[src/rtl/disc_params.svh]
// sizing of the discriminator datapath, shared by the RTL and the testbench
// start and stop delays above DISC_MAX_DELAY batches cannot be programmed
// the timestamp counter wraps silently after 2**DISC_TSTAMP_WIDTH batches

`ifndef DISC_PARAMS_SVH
`define DISC_PARAMS_SVH

`define DISC_SAMPLE_WIDTH 16      // bits per signed sample
`define DISC_PARALLEL_SAMPLES 4   // samples per batch
`define DISC_MAX_DELAY 15         // longest start or stop delay, in batches
`define DISC_TSTAMP_WIDTH 32      // batch index width

`endif

[src/rtl/disc_pkg.sv]
// types shared by the discriminator blocks
// sample 0 of a batch sits in the low bits and is the earliest in time

`default_nettype none

`include "disc_params.svh"

package disc_pkg;

  // one signed ADC sample
  typedef logic signed [`DISC_SAMPLE_WIDTH-1:0] sample_t;

  // samples of one adc_clk cycle
  typedef sample_t [`DISC_PARALLEL_SAMPLES-1:0] batch_t;

  // delay in batches, sized for DISC_MAX_DELAY
  typedef logic [$clog2(`DISC_MAX_DELAY + 1)-1:0] delay_t;

  // index of a valid batch since the last configuration load
  typedef logic [`DISC_TSTAMP_WIDTH-1:0] tstamp_t;

  typedef enum logic [1:0] {
    DISC_FILL,  // history not yet deep enough after a load
    DISC_IDLE,  // last decided batch was dropped
    DISC_KEEP   // last decided batch was kept
  } disc_state_e;

endpackage

`default_nettype wire

[src/rtl/threshold_detector.sv]
// compares every valid batch against the low and high thresholds
// thresholds are signed and only change on cfg_load_i
// flags come out one cycle after the batch, qualified by det_valid_o

`default_nettype none

`include "disc_params.svh"

module threshold_detector (
  input  logic              adc_clk,
  input  logic              rst_n_i,
  input  logic              cfg_load_i,
  input  disc_pkg::sample_t low_threshold_i,
  input  disc_pkg::sample_t high_threshold_i,
  input  logic              adc_valid_i,
  input  disc_pkg::batch_t  adc_batch_i,
  output logic              above_high_o,
  output logic              above_low_o,
  output logic              det_valid_o
);
  import disc_pkg::*;

  sample_t low_q;
  sample_t high_q;
  logic [`DISC_PARALLEL_SAMPLES-1:0] hi_hit;
  logic [`DISC_PARALLEL_SAMPLES-1:0] lo_hit;

  // all samples of the batch side by side, signed compare
  always_comb begin
    for (int k = 0; k < `DISC_PARALLEL_SAMPLES; k++) begin
      hi_hit[k] = sample_t'(adc_batch_i[k]) > high_q;
      lo_hit[k] = sample_t'(adc_batch_i[k]) > low_q;
    end
  end

  always_ff @(posedge adc_clk or negedge rst_n_i) begin
    if (!rst_n_i) begin
      low_q       <= '0;
      high_q      <= '0;
      det_valid_o <= 1'b0;
    end else begin
      if (cfg_load_i) begin
        low_q  <= low_threshold_i;
        high_q <= high_threshold_i;
      end
      det_valid_o <= adc_valid_i;
    end
  end

  always_ff @(posedge adc_clk) begin
    above_high_o <= |hi_hit;  // any sample over high
    above_low_o  <= |lo_hit;
  end

endmodule

`default_nettype wire

[src/rtl/pretrigger_buffer.sv]
// batch history that lines the pre-trigger samples up with the keep decision
// keep_i for a batch arrives two cycles after that batch entered, and one
// more valid batch may have been shifted in between; valid_q accounts for it

`default_nettype none

`include "disc_params.svh"

module pretrigger_buffer (
  input  logic              adc_clk,
  input  logic              rst_n_i,
  input  logic              adc_valid_i,
  input  disc_pkg::batch_t  adc_batch_i,
  input  disc_pkg::delay_t  start_delay_i,
  input  logic              keep_i,
  output logic              data_valid_o,
  output disc_pkg::batch_t  data_o
);
  import disc_pkg::*;

  localparam int DEPTH = `DISC_MAX_DELAY + 2;
  localparam int TAP_W = $clog2(DEPTH);

  batch_t hist_q [DEPTH];
  logic valid_q;  // batch accepted on the previous edge
  logic [TAP_W-1:0] tap;

  // the batch the controller just decided on sits at start_delay_i + valid_q
  assign tap = TAP_W'(start_delay_i) + TAP_W'(valid_q);

  always_ff @(posedge adc_clk) begin
    if (adc_valid_i) begin
      hist_q[0] <= adc_batch_i;
      for (int k = 1; k < DEPTH; k++) begin
        hist_q[k] <= hist_q[k-1];
      end
    end
    if (keep_i) begin
      data_o <= hist_q[tap];
    end
  end

  always_ff @(posedge adc_clk or negedge rst_n_i) begin
    if (!rst_n_i) begin
      valid_q      <= 1'b0;
      data_valid_o <= 1'b0;
    end else begin
      valid_q      <= adc_valid_i;
      data_valid_o <= keep_i;  // one pulse per kept batch
    end
  end

endmodule

`default_nettype wire

[src/rtl/timestamp_counter.sv]
// counts valid batches since clear_i and stamps the first batch of each run
// the stamp is the index of the batch at the buffer tap, not the trigger batch

`default_nettype none

`include "disc_params.svh"

module timestamp_counter (
  input  logic              adc_clk,
  input  logic              rst_n_i,
  input  logic              clear_i,
  input  logic              adc_valid_i,
  input  disc_pkg::delay_t  start_delay_i,
  input  logic              run_start_i,
  output logic              tstamp_valid_o,
  output disc_pkg::tstamp_t tstamp_o
);
  import disc_pkg::*;

  tstamp_t count_q;
  logic valid_q;

  always_ff @(posedge adc_clk or negedge rst_n_i) begin
    if (!rst_n_i) begin
      count_q        <= '0;
      valid_q        <= 1'b0;
      tstamp_valid_o <= 1'b0;
    end else begin
      if (clear_i) begin
        count_q <= tstamp_t'(adc_valid_i);  // a batch may land on the clear cycle
      end else begin
        count_q <= count_q + tstamp_t'(adc_valid_i);
      end
      valid_q        <= adc_valid_i;
      tstamp_valid_o <= run_start_i;  // same edge as data_valid_o
    end
  end

  // count holds one batch more than the decided one, plus any that followed it
  always_ff @(posedge adc_clk) begin
    if (run_start_i) begin
      tstamp_o <= count_q - tstamp_t'(1) - tstamp_t'(valid_q) - tstamp_t'(start_delay_i);
    end
  end

endmodule

`default_nettype wire

[src/rtl/discriminator_ctrl.sv]
// hysteresis trigger, fill window and hold countdown deciding kept batches
// one decision per det_valid_i, for the batch start_delay batches older
// delays take effect on cfg_load_i only, and a load restarts the fill window

`default_nettype none

`include "disc_params.svh"

module discriminator_ctrl (
  input  logic             adc_clk,
  input  logic             rst_n_i,
  input  logic             cfg_load_i,
  input  disc_pkg::delay_t start_delay_i,
  input  disc_pkg::delay_t stop_delay_i,
  input  logic             disable_i,
  input  logic             det_valid_i,
  input  logic             above_high_i,
  input  logic             above_low_i,
  output disc_pkg::delay_t start_delay_o,
  output logic             clear_o,
  output logic             keep_o,
  output logic             run_start_o
);
  import disc_pkg::*;

  // countdown has to reach start_delay + stop_delay
  localparam int HOLD_W = $clog2(2 * `DISC_MAX_DELAY + 1);

  disc_state_e state_q;
  delay_t start_delay_q;
  delay_t stop_delay_q;
  delay_t fill_cnt_q;
  logic [HOLD_W-1:0] hold_q;
  logic trigger_q;

  logic filled;
  logic step;
  logic trigger_d;
  logic keep_d;

  assign filled = (fill_cnt_q == start_delay_q);

  // the batch that completes the fill is already a real decision
  assign step = det_valid_i & ((state_q != DISC_FILL) | filled);

  // on above high, off once nothing clears low
  assign trigger_d = above_low_i & (above_high_i | trigger_q);

  assign keep_d = disable_i | trigger_d | (hold_q != '0);

  assign start_delay_o = start_delay_q;

  always_ff @(posedge adc_clk or negedge rst_n_i) begin
    if (!rst_n_i) begin
      state_q       <= DISC_FILL;
      start_delay_q <= '0;
      stop_delay_q  <= '0;
      fill_cnt_q    <= '0;
      hold_q        <= '0;
      trigger_q     <= 1'b0;
      clear_o       <= 1'b0;
      keep_o        <= 1'b0;
      run_start_o   <= 1'b0;
    end else begin
      clear_o     <= cfg_load_i;
      keep_o      <= 1'b0;
      run_start_o <= 1'b0;
      if (cfg_load_i) begin
        start_delay_q <= start_delay_i;
        stop_delay_q  <= stop_delay_i;
        fill_cnt_q    <= '0;
        hold_q        <= '0;
        trigger_q     <= 1'b0;
        state_q       <= DISC_FILL;
      end else if (step) begin
        trigger_q <= trigger_d;
        if (trigger_d) begin
          // window reaches stop_delay past the tap of the trigger batch
          hold_q <= HOLD_W'(start_delay_q) + HOLD_W'(stop_delay_q);
        end else if (hold_q != '0) begin
          hold_q <= hold_q - 1'b1;
        end
        keep_o <= keep_d;
        // new run only when the previous decision dropped its batch
        run_start_o <= keep_d & ~disable_i & (state_q != DISC_KEEP);
        state_q <= keep_d ? DISC_KEEP : DISC_IDLE;
      end else if (state_q == DISC_FILL) begin
        if (filled) begin
          state_q <= DISC_IDLE;
        end else if (det_valid_i) begin
          fill_cnt_q <= fill_cnt_q + 1'b1;  // triggers here are ignored
        end
      end
    end
  end

endmodule

`default_nettype wire

[src/rtl/sample_discriminator.sv]
// single-channel discriminator for a realtime ADC batch stream
// no back-pressure; load configuration only while adc_valid_i is low
// kept batches leave start_delay + 3 cycles after entry on a gapless stream

`default_nettype none

`include "disc_params.svh"

module sample_discriminator (
  input  logic              adc_clk,
  input  logic              rst_n_i,
  input  logic              adc_valid_i,
  input  disc_pkg::batch_t  adc_batch_i,
  input  logic              cfg_load_i,
  input  disc_pkg::sample_t low_threshold_i,
  input  disc_pkg::sample_t high_threshold_i,
  input  disc_pkg::delay_t  start_delay_i,
  input  disc_pkg::delay_t  stop_delay_i,
  input  logic              disable_i,
  output logic              data_valid_o,
  output disc_pkg::batch_t  data_o,
  output logic              tstamp_valid_o,
  output disc_pkg::tstamp_t tstamp_o
);
  import disc_pkg::*;

  logic above_high;
  logic above_low;
  logic det_valid;
  logic keep;
  logic run_start;
  logic clear;
  delay_t start_delay;  // latched copy from the controller

  threshold_detector u_threshold_detector (
    .adc_clk          (adc_clk),
    .rst_n_i          (rst_n_i),
    .cfg_load_i       (cfg_load_i),
    .low_threshold_i  (low_threshold_i),
    .high_threshold_i (high_threshold_i),
    .adc_valid_i      (adc_valid_i),
    .adc_batch_i      (adc_batch_i),
    .above_high_o     (above_high),
    .above_low_o      (above_low),
    .det_valid_o      (det_valid)
  );

  discriminator_ctrl u_discriminator_ctrl (
    .adc_clk       (adc_clk),
    .rst_n_i       (rst_n_i),
    .cfg_load_i    (cfg_load_i),
    .start_delay_i (start_delay_i),
    .stop_delay_i  (stop_delay_i),
    .disable_i     (disable_i),
    .det_valid_i   (det_valid),
    .above_high_i  (above_high),
    .above_low_i   (above_low),
    .start_delay_o (start_delay),
    .clear_o       (clear),
    .keep_o        (keep),
    .run_start_o   (run_start)
  );

  pretrigger_buffer u_pretrigger_buffer (
    .adc_clk       (adc_clk),
    .rst_n_i       (rst_n_i),
    .adc_valid_i   (adc_valid_i),
    .adc_batch_i   (adc_batch_i),
    .start_delay_i (start_delay),
    .keep_i        (keep),
    .data_valid_o  (data_valid_o),
    .data_o        (data_o)
  );

  timestamp_counter u_timestamp_counter (
    .adc_clk        (adc_clk),
    .rst_n_i        (rst_n_i),
    .clear_i        (clear),
    .adc_valid_i    (adc_valid_i),
    .start_delay_i  (start_delay),
    .run_start_i    (run_start),
    .tstamp_valid_o (tstamp_valid_o),
    .tstamp_o       (tstamp_o)
  );

endmodule

`default_nettype wire

[config.mk]
export PLATFORM = sky130hd
export DESIGN_NAME = sample_discriminator
export DESIGN_NICKNAME = d
export VERILOG_FILES = /design/src/rtl/disc_pkg.sv /design/src/rtl/threshold_detector.sv /design/src/rtl/pretrigger_buffer.sv /design/src/rtl/timestamp_counter.sv /design/src/rtl/discriminator_ctrl.sv /design/src/rtl/sample_discriminator.sv
export VERILOG_INCLUDE_DIRS = /design/src /design/src/rtl
export SDC_FILE = /design/constraint.sdc
export NUM_CORES = 1
export LEC_CHECK = 0
export BUFFER_PORTS_ARGS = -buffer_cell sky130_fd_sc_hd__buf_4
export CAP_MARGIN = 20
export CELL_PAD_IN_SITES_DETAIL_PLACEMENT = 1
export CELL_PAD_IN_SITES_GLOBAL_PLACEMENT = 2
export CORE_AREA = 3 3 388 390
export DETAILED_ROUTE_END_ITERATION = 16
export DIE_AREA = 0 0 391 393
export PLACE_DENSITY_LB_ADDON = 0.1
export SLEW_MARGIN = 20
export SYNTH_ARGS = -nofsm -noshare
export SYNTH_HDL_FRONTEND = slang
export SYNTH_SLANG_ARGS = --single-unit
[constraint.sdc]
create_clock -name adc_clk -period 3.25 [get_ports adc_clk]
set_clock_uncertainty 0.2 [all_clocks]
set_input_delay 0.4875 -clock adc_clk [delete_from_list [all_inputs] [get_ports adc_clk]]
set_output_delay 0.4875 -clock adc_clk [all_outputs]
set_load 0.02 [all_outputs]
==> reports/qor.yml, run 1 <==
yosys:
  post-synth-top-area-cell: "sky130_fd_sc_hd__edfxtp_1"
  synth_area_in_compound_gates_pct: 2.05
  mappedNetlistArea_um2: 51500
  post_synth_main_area_contributors: "sky130_fd_sc_hd__edfxtp_1 (69%), sky130_fd_sc_hd__mux4_2 (14%), sky130_fd_sc_hd__dfrtp_1 (4.4%), sky130_fd_sc_hd__ha_1 (3.6%), sky130_fd_sc_hd__mux2_2 (1.6%)"
  yosys_most_used_dff: "sky130_fd_sc_hd__edfxtp_1"
  yosys.area_share.adder_pct: 3.67
  synth_sequential_area_ratio_pct: 73.4
  synth_top_family_by_area: "multiplexers"
  ys_async_sr_fraction_pct: 7.05
  netlist.area_leader.share_pct: 69.0
  syn-num-nets: 2759
  post_synth_num_cell_types: 59
  simple_gate_share_of_the_synthesized_area_pct: 2.79
  synth.ff_latch_count: 1276
  yosys.area_share.xor_xnor_pct: 1.15
  syn-instance-count: 2500
  post_synth_mux_area_share_pct: 15.6
  synth_enable_flop_cells: 1184
  synth_area_per_cell_um2: 20.6
  synthesis.yosys.warnings: 0
place:
  place.detailed.instances: 4642
  post_dp_cell_area_um2: 56500
  place_hpwl_mm: 80.2
  gp_congestion: 0.754
  port-buffer-count: 206
timing:
  worst_slew_margin_rel_pct: 41.6
  setup_total_negative_slack_ns: 0
  max_freq_mhz: 314
  post-route-period-util_pct: 98.1
  period_minus_slack_ns: 3.19
  report.final.setup_viol: 0
  fin_hold_ws_ns: 0.233
  hold_violations: 0
  worst_slew_pin_slew_ns: 0.877
  final-max-slew-violation-count: 0
  rsz_0062_raised_after_global_routing: "yes"
run:
  cap_viol_max_count: 0
grt:
  grt-ovfl-total: 0
  grt_pass1_wl_mm: 188
  first_global_vias: 28302
  grtUsageTotal_pct: 16.5
  grt_max_degree: 159
  antenna_found_initial: 29
die:
  die_width_um: 391
  core.rowCount: 141
  top_level_ports: 207
  die_y_um: 393
  die_area_um2: 154000
  initial_utilization_pct: 34.9
  fp.coreArea_um2: 147000
clock_tree:
  cts_made_buffers: 145
  tritoncts: "yes"
  worst_skew_pair.late_latency_ns: 0.77
  tritoncts_num_sinks: 1276
  clockRootBuffer: "sky130_fd_sc_hd__clkbuf_16"
  cts_htree_levels: 4
  cts-root-to-sink-buffers: 3
  cts.clk_slew.worst_paths_ns: 0.06
final_layout:
  layout.cells.most_common_list: "sky130_fd_sc_hd__edfxtp_1 (1184), sky130_fd_sc_hd__mux4_2 (320), sky130_fd_sc_hd__buf_4 (274), sky130_fd_sc_hd__clkbuf_16 (148), sky130_fd_sc_hd__ha_1 (146)"
  flow.area_growth_from_synthesis_pct: 21.0
  final_cells: 5043
  nets: 3241
  drive_gt1_share_pct: 30.0
  most_common_cell_after_layout_fill_and_taps_aside: "sky130_fd_sc_hd__edfxtp_1"
  final.fill_count: 13894
  stdcell_area_um2: 62400
worst_setup_path:
  reg2reg_from: "u_timestamp_counter.valid_q$_DFF_PN0_"
  cp.required_ns: 3.55
  cp.arrival_ns: 3.49
  crit_path_start_kind: "flop"
  setup.worst_path.class: "reg2reg"
  crit_path_max_fanout: 23
  worstSetupStartpoint: "u_timestamp_counter.valid_q$_DFF_PN0_"
  timing.critical_path.to_type: "flop"
power:
  largest_vdd_supply_drop_mv: 0.420
  leakage_nw: 22.0
  design_power_total_mw: 40.6
  power_density_nw_per_um2: 651
drt:
  totalWireLength_mm: 126
  drt_iter0_drc: 1943
  detail_route.vias_per_cell: 5.15
  ant_nets: 0
  drc: 0
  routed-via-count: 25982
  firstDrtPassIters: 7
  routed_wire_length_per_instance_um: 24.9
min_path:
  class_of_the_most_critical_hold_timing_path: "reg2reg"
  hold_path_startpoint: "u_pretrigger_buffer.hist_q[7][58]$_DFFE_PP_"
run_status:
  status: "complete, no violations"
[worst max-delay path, stage by stage (launching register included)]
cell and delay [ns]:
sky130_fd_sc_hd__dfrtp_1 0.39, sky130_fd_sc_hd__buf_4 0.16, sky130_fd_sc_hd__ha_4 0.35, sky130_fd_sc_hd__buf_16 0.25, sky130_fd_sc_hd__buf_16 0.23, sky130_fd_sc_hd__mux4_2 0.54, sky130_fd_sc_hd__mux4_2 0.49, sky130_fd_sc_hd__mux2_2 0.28
[where the power goes]
part	internal, mW	switching [mW]	leakage, nW
sequential	19.2	0.477	12.7
clock	9.24	6.64	2.23
combinational	2.64	2.46	7.09
[state kept, by name (all words and copies together) (netlist names), 2 cells and up]
| register | count |
|---|---|
| u_discriminator_ctrl.fill_cnt_q | 4 |
| u_timestamp_counter.count_q | 32 |
| u_pretrigger_buffer.hist_q | 1088 |
| u_discriminator_ctrl.stop_delay_q | 4 |
| u_pretrigger_buffer.data_o | 64 |
| u_discriminator_ctrl.state_q | 2 |
| u_discriminator_ctrl.hold_q | 5 |
| u_threshold_detector.high_q | 16 |
| u_threshold_detector.low_q | 16 |
| u_discriminator_ctrl.start_delay_o | 4 |
| u_timestamp_counter.tstamp_o | 32 |
[kinds of logic (layout without fill, tap and decap cells)]
family	after synthesis	count (layout)
DFF	1276	1276
muxes	396	396
and+or+nand+nor	280	280
AOI/OAI and AO/OA	171	171
buffers and inverters	160	756
adders and majority gates	150	150
xor gates and xnor gates	67	67
other	0	17
[repair_timing]
item                                    4_1_cts  5_1_grt
endpoints found under the hold margin       206        0
buffers inserted                              0        2
hold buffers                                121        0
resized for setup                             0        5
endpoints found under the setup margin        0        8
[cells in the mapped netlist (4+ instances only)]
cell type                   number
sky130_fd_sc_hd__a2111oi_0       5
sky130_fd_sc_hd__a211oi_1        8
sky130_fd_sc_hd__a21o_1         17
sky130_fd_sc_hd__a21oi_1        48
sky130_fd_sc_hd__a22o_1          4
sky130_fd_sc_hd__and3_1          8
sky130_fd_sc_hd__and4_1          9
sky130_fd_sc_hd__buf_2          33
sky130_fd_sc_hd__clkbuf_1       67
sky130_fd_sc_hd__dfrtp_1        90
sky130_fd_sc_hd__edfxtp_1     1184
sky130_fd_sc_hd__ha_1          148
sky130_fd_sc_hd__inv_1          58
sky130_fd_sc_hd__mux2_2         75
sky130_fd_sc_hd__mux4_2        320
sky130_fd_sc_hd__nand2_1        78
sky130_fd_sc_hd__nand2b_1        6
sky130_fd_sc_hd__nand3_1        27
sky130_fd_sc_hd__nand4_1        27
sky130_fd_sc_hd__nor2_1         57
sky130_fd_sc_hd__nor2b_1        16
sky130_fd_sc_hd__nor3_1         15
sky130_fd_sc_hd__nor4_1          9
sky130_fd_sc_hd__o211ai_1        9
sky130_fd_sc_hd__o21ai_0        59
sky130_fd_sc_hd__o21bai_1        6
sky130_fd_sc_hd__or3_1           6
sky130_fd_sc_hd__or4_1           4
sky130_fd_sc_hd__xnor2_1        28
sky130_fd_sc_hd__xor2_1         38
[final timing paths]
path	end	slack [ns]	cells after the start
hold / removal	u_pretrigger_buffer.hist_q[8][58]$_DFFE_PP_	0.23	0
max in group asynchronous	u_discriminator_ctrl.hold_q[1]$_DFFE_PN0P_	1.92	4
setup / recovery	u_pretrigger_buffer.data_o[40]$_DFFE_PP_	0.06	7
min in group asynchronous	u_discriminator_ctrl.fill_cnt_q[2]$_DFFE_PN0P_	0.47	3
setup reg to reg	u_pretrigger_buffer.data_o[40]$_DFFE_PP_	0.06	7
hold reg to reg	u_pretrigger_buffer.hist_q[8][58]$_DFFE_PP_	0.23	0
[per-layer routing]
metal	wire (um)	GRT usage (%)	up-vias
met1	57600	23.1	13841
met3	7060	4.00	180
met5	69	0	-
met2	58200	25.7	629
li1	-	-	11322
met4	2700	4.72	10
[through the flow]
step,setup slack (ns),utilization [%]
3_5_place_dp,0.0535,38.3
6_report,0.0630,42.3
5_1_grt,-0.00177,42.3
3_3_place_gp,0.0378,38.3
4_1_cts,0.0273,42.2
2_1_floorplan,0.152,-
[area by class of cell]
class / instances / area (um2) / area share (%)
antenna: 17 / 42.5 / 0.0682
clock buffer: 182 / 3860 / 6.19
clock inverter: 79 / 722 / 1.16
inverter: 58 / 218 / 0.349
multi-input combinational: 1064 / 13100 / 21.0
sequential: 1276 / 37900 / 60.7
tap: 1930 / 2410 / 3.87
timing repair buffer: 437 / 4130 / 6.62
No activity file was read; power rests on OpenSTA's default activity.
==> run 2: changes to the inputs <==
CORE_AREA = 3 3 378 380   (was 3 3 388 390)
DIE_AREA = 0 0 381 383   (was 0 0 391 393)
==> run 2 against run 1 <==
Against the previous run: fmax is 2.3% higher; register-to-register slack better by 0.07 ns; largest cell class unchanged; non-clock buffer count fell by 27; core utilization is 2.2 points higher; sequential share of layout area up 0.33 points; combinational power decreased by 2%; flip-flop and latch count unchanged; cell count is 1.6% lower; sequential power barely moved; clock power about the same; clock-buffer cell count shrank 10; design area fell by 0.54%.
==> reports/qor.yml, run 2 (synthesis gave the netlist of run 1 again) <==
run_status:
  status: "complete, no violations"
worst_setup_path:
  cp.required_ns: 3.58  # +0.03 ns
  crit_path_max_fanout: 20  # -13%
  crit_path_start_kind: "flop"
  timing.critical_path.to_type: "flop"
  cp.arrival_ns: 3.44  # -0.05 ns
  setup.worst_path.class: "reg2reg"
die:
  fp.coreArea_um2: 140000  # -5.4%
  initial_utilization_pct: 36.9  # +2.0 points
  top_level_ports: 207  # unchanged
  die_y_um: 383  # -2.5%
  die_area_um2: 146000  # -5.0%
  die_width_um: 381  # -2.6%
  core.rowCount: 137  # -2.8%
final_layout:
  most_common_cell_after_layout_fill_and_taps_aside: "sky130_fd_sc_hd__edfxtp_1"
  layout_top_registers: "u_pretrigger_buffer.hist_q x1088, u_pretrigger_buffer.data_o x64"
  drive_gt1_share_pct: 29.9  # -0.13 points
  layout.core_utilization_pct: 44.4  # +2.2 points
  top_register: "u_pretrigger_buffer.hist_q"
  largest_reg_flops: 1088  # unchanged
  ff_latch_area_um2: 37900  # unchanged
  flow.area_growth_from_synthesis_pct: 20.3
  multiInputGateArea_um2: 13100  # +0.11%
  nets: 3213  # -0.86%
  stdcell_area_um2: 62000  # -0.54%
  layout.cells.most_common_list: "sky130_fd_sc_hd__edfxtp_1 (1184), sky130_fd_sc_hd__mux4_2 (320), sky130_fd_sc_hd__buf_4 (263), sky130_fd_sc_hd__ha_1 (146), sky130_fd_sc_hd__clkbuf_16 (145)"
  final.fill_count: 13094  # -5.8%
grt:
  grt-ovfl-total: 0  # unchanged
  antenna_found_initial: 27  # -6.9%
  grtUsageTotal_pct: 17.1  # +0.58 points
  grt_pass1_wl_mm: 187  # -0.75%
  grt_max_degree: 176  # +11%
  first_global_vias: 28179  # -0.43%
min_path:
  class_of_the_most_critical_hold_timing_path: "in2async"
clock_tree:
  cts-root-to-sink-buffers: 3  # unchanged
  cts_htree_levels: 4  # unchanged
  worst_skew_pair.late_latency_ns: 0.78  # about the same
  clockRootBuffer: "sky130_fd_sc_hd__clkbuf_16"
  tritoncts: "yes"
  cts_made_buffers: 144  # -0.69%
  tritoncts_num_sinks: 1276  # unchanged
  cts.clk_slew.worst_paths_ns: 0.06  # about the same
power:
  clock_power_share_pct: 39.1  # about the same
  leakage_nw: 21.9  # -0.59%
  power_density_nw_per_um2: 654  # +0.40%
  comb_power_share_pct: 12.4  # -0.2 points
  power.share.sequential_pct: 48.5  # about the same
  largest_vdd_supply_drop_mv: 0.353  # -16%
  swShare_pct: 23.7  # +0.13 points
  internal_power_mw: 30.9  # -0.32%
  power_switching_mw: 9.61  # +0.41%
timing:
  setup_total_negative_slack_ns: 0  # unchanged
  post-route-period-util_pct: 95.8  # -2.2 points
  report.final.setup_viol: 0  # unchanged
  hold_violations: 0  # unchanged
  fin_hold_ws_ns: 0.0671  # -0.166 ns
  rsz_0062_raised_after_global_routing: "no"
  final-max-slew-violation-count: 0  # unchanged
  period_minus_slack_ns: 3.11  # -0.0727 ns
  worst_slew_pin_slew_ns: 0.969  # +0.0926 ns
  worst_slew_margin_rel_pct: 35.4  # -6.2 points
  max_freq_mhz: 321  # +2.3%
  timing.final.ws_setup_ns: 0.136  # +0.0727 ns
place:
  gp_congestion: 0.751  # -0.46%
  dpl_worst_slack_ns: 0.0452  # -0.00831 ns
  place_hpwl_mm: 79.8  # -0.57%
  post_dp_cell_area_um2: 56300  # -0.35%
  port-buffer-count: 206  # unchanged
drt:
  ant_nets: 0  # unchanged
  firstDrtPassIters: 6  # -1
  drt_iter0_drc: 2222  # +14%
  drc: 0  # unchanged
  routed-via-count: 26058  # +0.29%
  totalWireLength_mm: 124  # -0.99%
  routed_wire_length_per_instance_um: 25.1  # +0.66%
  detail_route.vias_per_cell: 5.25  # +2.0%
run:
  cap_viol_max_count: 0  # unchanged
==> run 2: cell count changes in the layout (fill, tap and decap cells not counted), sizes merged <==
cell / delta
clkinv: +6
bufinv: +1
clkbuf: -10
dlygate4sd3: -12
diode: +1
buf: -15
clkinvlp: -2
inv: +2
==> run 2: path summary, 6_finish.rpt <==
path                                                        startpoint                                     endpoint  slack [ns]  depth (start not counted)
max                              u_timestamp_counter.valid_q$_DFF_PN0_     u_pretrigger_buffer.data_o[38]$_DFFE_PP_        0.14                          7
min                                                            rst_n_i    u_timestamp_counter.count_q[25]$_DFF_PN0_        0.07                          2
max reg2reg                      u_timestamp_counter.valid_q$_DFF_PN0_     u_pretrigger_buffer.data_o[38]$_DFFE_PP_        0.14                          7
min reg2reg                u_pretrigger_buffer.hist_q[15][4]$_DFFE_PP_  u_pretrigger_buffer.hist_q[16][4]$_DFFE_PP_        0.23                          0
max in group asynchronous                                      rst_n_i   u_discriminator_ctrl.hold_q[3]$_DFFE_PN0P_        2.00                          3
min in group adc_clk       u_pretrigger_buffer.hist_q[15][4]$_DFFE_PP_  u_pretrigger_buffer.hist_q[16][4]$_DFFE_PP_        0.23                          0
==> run 2: worst max-delay path, stage by stage (launching register included) <==
cell	delay, ns
sky130_fd_sc_hd__dfrtp_1	0.39
sky130_fd_sc_hd__buf_4	0.16
sky130_fd_sc_hd__ha_4	0.29
sky130_fd_sc_hd__buf_12	0.21
sky130_fd_sc_hd__buf_12	0.25
sky130_fd_sc_hd__mux4_2	0.54
sky130_fd_sc_hd__mux4_2	0.48
sky130_fd_sc_hd__mux2_2	0.28
==> run 2: layer usage <==
metal | vias to the layer above | global-route usage (%) | part of all wire (%)
li1 | 11249 | - | -
met1 | 13984 | 24.5 | 47
met2 | 631 | 26.3 | 46
met3 | 186 | 3.96 | 5.3
met4 | 8 | 4.55 | 2.0
met5 | - | 0 | 0.044
==> run 2: final cells by class <==
class                      count  area share [%]
antenna                       18          0.0726
clock buffer                 172            6.05
clock inverter                86            1.36
inverter                      58           0.351
multi-input combinational   1064            21.2
sequential                  1276            61.0
tap                         1876            3.78
timing repair buffer         410            6.18
==> run 2: power by group through the flow <==
stage	clock network, mW	registers (mW)	logic, mW
6_report	15.9	19.7	5.01
3_5_place_dp	0	20.0	4.98
2_1_floorplan	0	19.8	3.03
3_3_place_gp	0	19.9	4.86
5_1_grt	17.1	19.8	5.48
4_1_cts	16.4	19.7	5.13
==> run 2: what timing repair did <==
action                     CTS  global route
hold endpoints to repair   181             0
hold buffers               108             0
setup endpoints to repair    0             6
resized for setup            0             6
setup buffers                0             0
==> run 2: stage by stage <==
| stage | total power [mW] | cells |
|---|---|---|
| after floorplan | 22.9 | 2500 |
| after global placement | 24.8 | 4576 |
| after detailed placement | 25.0 | 4576 |
| after CTS | 41.2 | 4942 |
| after global routing | 42.4 | 4951 |
| final | 40.6 | 4960 |
